===== src/pkt_steer_pkg.sv =====
package pkt_steer_pkg;

    // =========================================================================
    // Widths
    // =========================================================================
    localparam int data_w     = 64;
    localparam int port_w     = 2;
    localparam int tag_w      = 16;
    localparam int op_w       = 4;
    localparam int key_w      = 2;
    localparam int reg_addr_w = 3;
    localparam int reg_data_w = 32;

    // =========================================================================
    // Management register map
    // =========================================================================
    localparam logic [reg_addr_w-1:0] reg_port_0   = 3'd0;
    localparam logic [reg_addr_w-1:0] reg_port_1   = 3'd1;
    localparam logic [reg_addr_w-1:0] reg_port_2   = 3'd2;
    localparam logic [reg_addr_w-1:0] reg_port_3   = 3'd3;
    localparam logic [reg_addr_w-1:0] reg_tag      = 3'd4;
    // Counters are read only
    localparam logic [reg_addr_w-1:0] reg_drop_cnt = 3'd5;
    localparam logic [reg_addr_w-1:0] reg_emit_cnt = 3'd6;

    // =========================================================================
    // Packet actions
    // =========================================================================
    // Values match the opcode in the top nibble
    typedef enum logic [1:0] {
        act_forward  = 2'd0,
        act_drop     = 2'd1,
        act_loopback = 2'd2,
        act_tag      = 2'd3
    } act_e;

endpackage


===== src/pkt_decode.sv =====
`timescale 1ns/10ps

module pkt_decode (
    input  logic                                axil_if,
    input  logic                                arst_n,
    input  logic                                advance,
    input  logic                                in_valid,
    input  logic [pkt_steer_pkg::data_w-1:0]    in_data,
    input  logic [pkt_steer_pkg::port_w-1:0]    in_id,
    output logic                                dec_valid,
    output pkt_steer_pkg::act_e                 dec_act,
    output logic [pkt_steer_pkg::key_w-1:0]     dec_key,
    output logic [pkt_steer_pkg::port_w-1:0]    dec_id,
    output logic [pkt_steer_pkg::data_w-1:0]    dec_data
);

    logic [pkt_steer_pkg::op_w-1:0] opcode;
    pkt_steer_pkg::act_e            act_next;

    // Opcode in the top nibble, key just below it
    assign opcode = in_data[pkt_steer_pkg::data_w-1 -: pkt_steer_pkg::op_w];

    always_comb begin
        case (opcode)
            4'd0:    act_next = pkt_steer_pkg::act_forward;
            4'd1:    act_next = pkt_steer_pkg::act_drop;
            4'd2:    act_next = pkt_steer_pkg::act_loopback;
            4'd3:    act_next = pkt_steer_pkg::act_tag;
            // Unknown opcodes are discarded
            default: act_next = pkt_steer_pkg::act_drop;
        endcase
    end

    // =========================================================================
    // Stage register
    // =========================================================================
    always_ff @(posedge axil_if or negedge arst_n) begin
        if (!arst_n) begin
            dec_valid <= 1'b0;
        end else if (advance) begin
            dec_valid <= in_valid;
        end
    end

    always_ff @(posedge axil_if) begin
        if (advance) begin
            dec_act  <= act_next;
            dec_key  <= in_data[pkt_steer_pkg::data_w-pkt_steer_pkg::op_w-1 -:
                                pkt_steer_pkg::key_w];
            dec_id   <= in_id;
            dec_data <= in_data;
        end
    end

endmodule


===== src/pkt_execute.sv =====
`timescale 1ns/10ps

module pkt_execute (
    input  logic                                    axil_if,
    input  logic                                    arst_n,
    input  logic                                    advance,
    input  logic                                    dec_valid,
    input  pkt_steer_pkg::act_e                     dec_act,
    input  logic [pkt_steer_pkg::key_w-1:0]         dec_key,
    input  logic [pkt_steer_pkg::port_w-1:0]        dec_id,
    input  logic [pkt_steer_pkg::data_w-1:0]        dec_data,
    input  logic                                    reg_wr,
    input  logic                                    reg_rd,
    input  logic [pkt_steer_pkg::reg_addr_w-1:0]    reg_addr,
    input  logic [pkt_steer_pkg::reg_data_w-1:0]    reg_wdata,
    output logic [pkt_steer_pkg::reg_data_w-1:0]    reg_rdata,
    output logic                                    exe_valid,
    output pkt_steer_pkg::act_e                     exe_act,
    output logic [pkt_steer_pkg::port_w-1:0]        exe_dest,
    output logic [pkt_steer_pkg::data_w-1:0]        exe_data
);

    logic [pkt_steer_pkg::port_w-1:0]       port_tbl [0:3];
    logic [pkt_steer_pkg::tag_w-1:0]        tag_val;
    logic [pkt_steer_pkg::reg_data_w-1:0]   drop_cnt;
    logic [pkt_steer_pkg::reg_data_w-1:0]   emit_cnt;
    logic [pkt_steer_pkg::reg_data_w-1:0]   rd_value;
    logic [pkt_steer_pkg::port_w-1:0]       dest_next;
    logic [pkt_steer_pkg::data_w-1:0]       data_next;
    logic                                   is_drop;

    // =========================================================================
    // Management registers
    // =========================================================================
    always_ff @(posedge axil_if or negedge arst_n) begin
        if (!arst_n) begin
            for (int i = 0; i < 4; i++) begin
                port_tbl[i] <= '0;
            end
            tag_val <= '0;
        end else if (reg_wr) begin
            case (reg_addr)
                pkt_steer_pkg::reg_port_0, pkt_steer_pkg::reg_port_1,
                pkt_steer_pkg::reg_port_2, pkt_steer_pkg::reg_port_3:
                    port_tbl[reg_addr[1:0]] <= reg_wdata[pkt_steer_pkg::port_w-1:0];
                pkt_steer_pkg::reg_tag:
                    tag_val <= reg_wdata[pkt_steer_pkg::tag_w-1:0];
                default: ;
            endcase
        end
    end

    // Read mux with zero extension
    always_comb begin
        rd_value = '0;
        case (reg_addr)
            pkt_steer_pkg::reg_port_0, pkt_steer_pkg::reg_port_1,
            pkt_steer_pkg::reg_port_2, pkt_steer_pkg::reg_port_3:
                rd_value[pkt_steer_pkg::port_w-1:0] = port_tbl[reg_addr[1:0]];
            pkt_steer_pkg::reg_tag:      rd_value[pkt_steer_pkg::tag_w-1:0] = tag_val;
            pkt_steer_pkg::reg_drop_cnt: rd_value = drop_cnt;
            pkt_steer_pkg::reg_emit_cnt: rd_value = emit_cnt;
            default: ;
        endcase
    end

    always_ff @(posedge axil_if or negedge arst_n) begin
        if (!arst_n) begin
            reg_rdata <= '0;
        end else if (reg_rd) begin
            reg_rdata <= rd_value;
        end
    end

    // =========================================================================
    // Match-action
    // =========================================================================
    assign is_drop = (dec_act == pkt_steer_pkg::act_drop);

    always_comb begin
        dest_next = port_tbl[dec_key];
        data_next = dec_data;
        if (dec_act == pkt_steer_pkg::act_loopback) begin
            dest_next = dec_id;
        end
        if (dec_act == pkt_steer_pkg::act_tag) begin
            data_next[pkt_steer_pkg::tag_w-1:0] = tag_val;
        end
    end

    // Drops free their slot here and are counted as they pass
    always_ff @(posedge axil_if or negedge arst_n) begin
        if (!arst_n) begin
            exe_valid <= 1'b0;
            drop_cnt  <= '0;
            emit_cnt  <= '0;
        end else if (advance) begin
            exe_valid <= dec_valid && !is_drop;
            if (dec_valid && is_drop) begin
                drop_cnt <= drop_cnt + 1'b1;
            end
            if (dec_valid && !is_drop) begin
                emit_cnt <= emit_cnt + 1'b1;
            end
        end
    end

    always_ff @(posedge axil_if) begin
        if (advance) begin
            exe_act  <= dec_act;
            exe_dest <= dest_next;
            exe_data <= data_next;
        end
    end

endmodule


===== src/pkt_result.sv =====
`timescale 1ns/10ps

module pkt_result (
    input  logic                                axil_if,
    input  logic                                arst_n,
    input  logic                                exe_valid,
    input  pkt_steer_pkg::act_e                 exe_act,
    input  logic [pkt_steer_pkg::port_w-1:0]    exe_dest,
    input  logic [pkt_steer_pkg::data_w-1:0]    exe_data,
    input  logic                                out_ready,
    output logic                                advance,
    output logic                                out_valid,
    output logic [pkt_steer_pkg::data_w-1:0]    out_data,
    output logic [pkt_steer_pkg::port_w-1:0]    out_dest
);

    // Set when the word in the output register was tagged
    logic out_tagged;

    // =========================================================================
    // Stall rule
    // =========================================================================
    // The pipeline moves when the output slot is free or being taken.
    // A stalled output freezes every stage at once
    assign advance = !out_valid || out_ready;

    // =========================================================================
    // Output register
    // =========================================================================
    always_ff @(posedge axil_if or negedge arst_n) begin
        if (!arst_n) begin
            out_valid <= 1'b0;
        end else if (advance) begin
            out_valid <= exe_valid;
        end
    end

    always_ff @(posedge axil_if) begin
        if (advance) begin
            out_data   <= exe_data;
            out_dest   <= exe_dest;
            out_tagged <= exe_valid && (exe_act == pkt_steer_pkg::act_tag);
        end
    end

endmodule


===== src/pkt_steer_top.sv =====
`timescale 1ns/10ps

module pkt_steer_top (
    input  logic                                    axil_if,
    input  logic                                    arst_n,
    // Packet input
    input  logic                                    in_valid,
    input  logic [pkt_steer_pkg::data_w-1:0]        in_data,
    input  logic [pkt_steer_pkg::port_w-1:0]        in_id,
    output logic                                    in_ready,
    // Packet output
    output logic                                    out_valid,
    output logic [pkt_steer_pkg::data_w-1:0]        out_data,
    output logic [pkt_steer_pkg::port_w-1:0]        out_dest,
    input  logic                                    out_ready,
    // Management
    input  logic                                    reg_wr,
    input  logic                                    reg_rd,
    input  logic [pkt_steer_pkg::reg_addr_w-1:0]    reg_addr,
    input  logic [pkt_steer_pkg::reg_data_w-1:0]    reg_wdata,
    output logic [pkt_steer_pkg::reg_data_w-1:0]    reg_rdata
);

    logic                               advance;

    logic                               dec_valid;
    pkt_steer_pkg::act_e                dec_act;
    logic [pkt_steer_pkg::key_w-1:0]    dec_key;
    logic [pkt_steer_pkg::port_w-1:0]   dec_id;
    logic [pkt_steer_pkg::data_w-1:0]   dec_data;

    logic                               exe_valid;
    pkt_steer_pkg::act_e                exe_act;
    logic [pkt_steer_pkg::port_w-1:0]   exe_dest;
    logic [pkt_steer_pkg::data_w-1:0]   exe_data;

    // Input accepted whenever the pipeline moves
    assign in_ready = advance;

    // =========================================================================
    // Pipeline stages
    // =========================================================================
    pkt_decode pkt_decode_inst (
        .axil_if   ( axil_if ),
        .arst_n    ( arst_n ),
        .advance   ( advance ),
        .in_valid  ( in_valid ),
        .in_data   ( in_data ),
        .in_id     ( in_id ),
        .dec_valid ( dec_valid ),
        .dec_act   ( dec_act ),
        .dec_key   ( dec_key ),
        .dec_id    ( dec_id ),
        .dec_data  ( dec_data )
    );

    pkt_execute pkt_execute_inst (
        .axil_if   ( axil_if ),
        .arst_n    ( arst_n ),
        .advance   ( advance ),
        .dec_valid ( dec_valid ),
        .dec_act   ( dec_act ),
        .dec_key   ( dec_key ),
        .dec_id    ( dec_id ),
        .dec_data  ( dec_data ),
        .reg_wr    ( reg_wr ),
        .reg_rd    ( reg_rd ),
        .reg_addr  ( reg_addr ),
        .reg_wdata ( reg_wdata ),
        .reg_rdata ( reg_rdata ),
        .exe_valid ( exe_valid ),
        .exe_act   ( exe_act ),
        .exe_dest  ( exe_dest ),
        .exe_data  ( exe_data )
    );

    pkt_result pkt_result_inst (
        .axil_if   ( axil_if ),
        .arst_n    ( arst_n ),
        .exe_valid ( exe_valid ),
        .exe_act   ( exe_act ),
        .exe_dest  ( exe_dest ),
        .exe_data  ( exe_data ),
        .out_ready ( out_ready ),
        .advance   ( advance ),
        .out_valid ( out_valid ),
        .out_data  ( out_data ),
        .out_dest  ( out_dest )
    );

endmodule


===== config.mk =====
export PLATFORM = sky130hd
export DESIGN_NAME = pkt_steer_top
export DESIGN_NICKNAME = d
export VERILOG_FILES = /design/src/pkt_steer_pkg.sv /design/src/pkt_decode.sv /design/src/pkt_execute.sv /design/src/pkt_result.sv /design/src/pkt_steer_top.sv
export SDC_FILE = /design/constraint.sdc
export NUM_CORES = 1
export LEC_CHECK = 0
export BUFFER_PORTS_ARGS = -buffer_cell sky130_fd_sc_hd__buf_2
export CAP_MARGIN = 20
export CORE_AREA = 2 2 144 146
export DETAILED_ROUTE_END_ITERATION = 16
export DIE_AREA = 0 0 146 148
export PLACE_DENSITY = 0.84
export RECOVER_POWER = 100
export SETUP_SLACK_MARGIN = 0.1
export SYNTH_ARGS = -nofsm -noshare
export SYNTH_HDL_FRONTEND = slang
export SYNTH_HIERARCHICAL = 1
export SYNTH_SLANG_ARGS = --single-unit

===== constraint.sdc =====
create_clock -name axil_if -period 6.48 [get_ports axil_if]
set_input_delay 1.296 -clock axil_if [delete_from_list [all_inputs] [get_ports axil_if]]
set_output_delay 1.296 -clock axil_if [all_outputs]
set_load 0.02 [all_outputs]

==> impl_metrics.env <==
export IMPL_place_congestion=0.863
export IMPL_crit_arrival_ns=3.15
export IMPL_num_io_pins=207
export IMPL_drc_errors=0
export IMPL_final_max_slew_viol_count=275
export IMPL_cp_end_kind="primary output"
export IMPL_worst_slew_pin_slew_ns=3.27
export IMPL_cp_slowest_stage_delay_ns=1.43
export IMPL_leakagePower_nw=5.55
export IMPL_layout_commonest_cell="edfxtp_1"
export IMPL_clk_latency_ns=0.55
export IMPL_htreeDepth=1
export IMPL_hold_viol=0
export IMPL_cts_sinks=323
export IMPL_crit_chain="buf_2, nand2b_1, clkbuf_1"
export IMPL_finalSetupTns_ns=0
export IMPL_cp_slowest_cell="nand2b_1"
export IMPL_synthCells=721
export IMPL_grt_max_degree=91
export IMPL_holdBufCountCts=0
export IMPL_clk_pin_slew_worst_paths_ns=0.06
export IMPL_violations="max-capacitance violations, max-slew violations"
export IMPL_cts_root_buffer_cell="clkbuf_16"
export IMPL_hold_path_class="register to register"
export IMPL_postSynthAreaPerCell_um2=16.4
export IMPL_critPathKind="primary input to primary output"
export IMPL_fin_crit_ns=4.45
export IMPL_nets=1035
export IMPL_track_usage=0.223
export IMPL_die_area_mm2=0.0216
export IMPL_power_per_cell_area_mw_per_mm2=371
export IMPL_port_buffers=190
export IMPL_syn_to_final_growth_pct=17.4
export IMPL_yosysWarningCount=6
export IMPL_grt_pass1_wl_mm=37.5
export IMPL_routed_wl_mm=24.0
export IMPL_dp_hpwl_mm=15.4
export IMPL_cts_made_buffers=31
export IMPL_syn_cell_area_mm2=0.0118
export IMPL_overflow=0
export IMPL_first_iter_violations=626
export IMPL_fp_coreArea_mm2=0.0200
export IMPL_antenna_left=0
export IMPL_drt_first_pass_iters=5
export IMPL_layout_drive_gt1_share=0.183
export IMPL_setup_viol=0
export IMPL_cap_violations=4
export IMPL_cts_resized=0
export IMPL_wl_per_cell_um=19.6
export IMPL_cts_tree="yes"
export IMPL_hold_slack_ns=0.410
export IMPL_required_ns=5.18
export IMPL_fin_crit_sh=0.687
export IMPL_start_kind="primary input"
export IMPL_vias_per_cell=5.54
export IMPL_antenna_found_initial=2
export IMPL_rsz0062_at_grt="no"
export IMPL_cp_num_buf_inv=2
export IMPL_slew_headroom=-1.18
export IMPL_status="finished, violations left"
export IMPL_fin_skew_ns=0.0151
export IMPL_die_h_um=148
export IMPL_cts_setup_buffers=0
export IMPL_clock_fmax_mhz=225
export IMPL_critPathTopFamily="simple AND/OR/NAND/NOR gates"
export IMPL_fp_dieW_um=146
export IMPL_synth_nets=830
export IMPL_final_cell_mix="edfxtp_1, clkbuf_1, dfrtp_1"
export IMPL_grt_pass1_vias=6666
export IMPL_peakVddDrop_mv=0.193
export IMPL_cp_max_fo=38
export IMPL_initial_core_util=0.590
export IMPL_clk_path_buf_depth=3
export IMPL_dr_total_vias=6780
export IMPL_rows=52
==> stage by stage <==
step	util	instance area, µm²	power [mW]	setup slack, ns	std cells
global placement	0.651	13000	3.39	2.91	1162
CTS	0.702	14100	5.23	3.04	1220
finish	0.693	13900	5.15	2.03	1224
global route	0.693	13900	5.35	1.64	1221
floorplan	-	11800	3.16	2.15	721
detailed placement	0.651	13000	3.43	2.90	1162
==> area by class of cell <==
class	instances	area, µm²
multi-input combinational	359	2540
timing repair buffer	195	836
tap	270	338
clock buffer	41	823
fill	1347	6150
antenna	3	7.51
sequential	323	9080
inverter	16	60.1
clock inverter	17	194
==> worst register-to-register path, stage by stage (launching register included) <==
cell,delay (ns)
dfrtp_1,0.38
nand2b_1,1.36
clkbuf_2,1.70
==> where the power goes <==
part	switching [mW]	total (mW)	leakage [nW]	internal [mW]
registers	0.166	2.77	3.70	2.61
clock network	0.737	1.79	0.496	1.05
logic	0.403	0.590	1.36	0.187
total	1.31	5.15	5.55	3.85
==> final timing paths <==
path                                                              start                                        end  slack [ns]  depth (start not counted)
worst max-delay path                                          out_ready                                   in_ready        2.03                          3
max in group asynchronous                                        arst_n  pkt_execute_inst/drop_cnt[30]$_DFFE_PN0P_        2.47                          2
worst min-delay path            pkt_execute_inst/exe_data[23]$_DFFE_PP_     pkt_result_inst/out_data[23]$_DFFE_PP_        0.41                          0
worst min register to register  pkt_execute_inst/exe_data[23]$_DFFE_PP_     pkt_result_inst/out_data[23]$_DFFE_PP_        0.41                          0
min in group asynchronous                                        arst_n  pkt_execute_inst/emit_cnt[26]$_DFFE_PN0P_        1.84                          1
worst max register to register    pkt_result_inst/out_valid$_DFFE_PN0P_     pkt_result_inst/out_data[43]$_DFFE_PP_        2.58                          2
==> layer usage <==
metal	vias to the layer above	global-route usage	share of wire
li1	3079	-	-
met1	3393	0.318	0.42
met2	272	0.371	0.50
met3	36	0.0383	0.066
met4	0	0.0442	0.016
met5	-	0	0
==> state kept, by name, summed over array words and instances (netlist names), 8 cells and up <==
name and count:
pkt_execute_inst/emit_cnt 32, pkt_execute_inst/drop_cnt 32, pkt_result_inst/out_data 64, pkt_decode_inst/dec_data 63, pkt_execute_inst/tag_val 16, pkt_execute_inst/exe_data 64, pkt_execute_inst/reg_rdata 32, pkt_execute_inst/port_tbl 8
(Power assumes the default switching activity.)
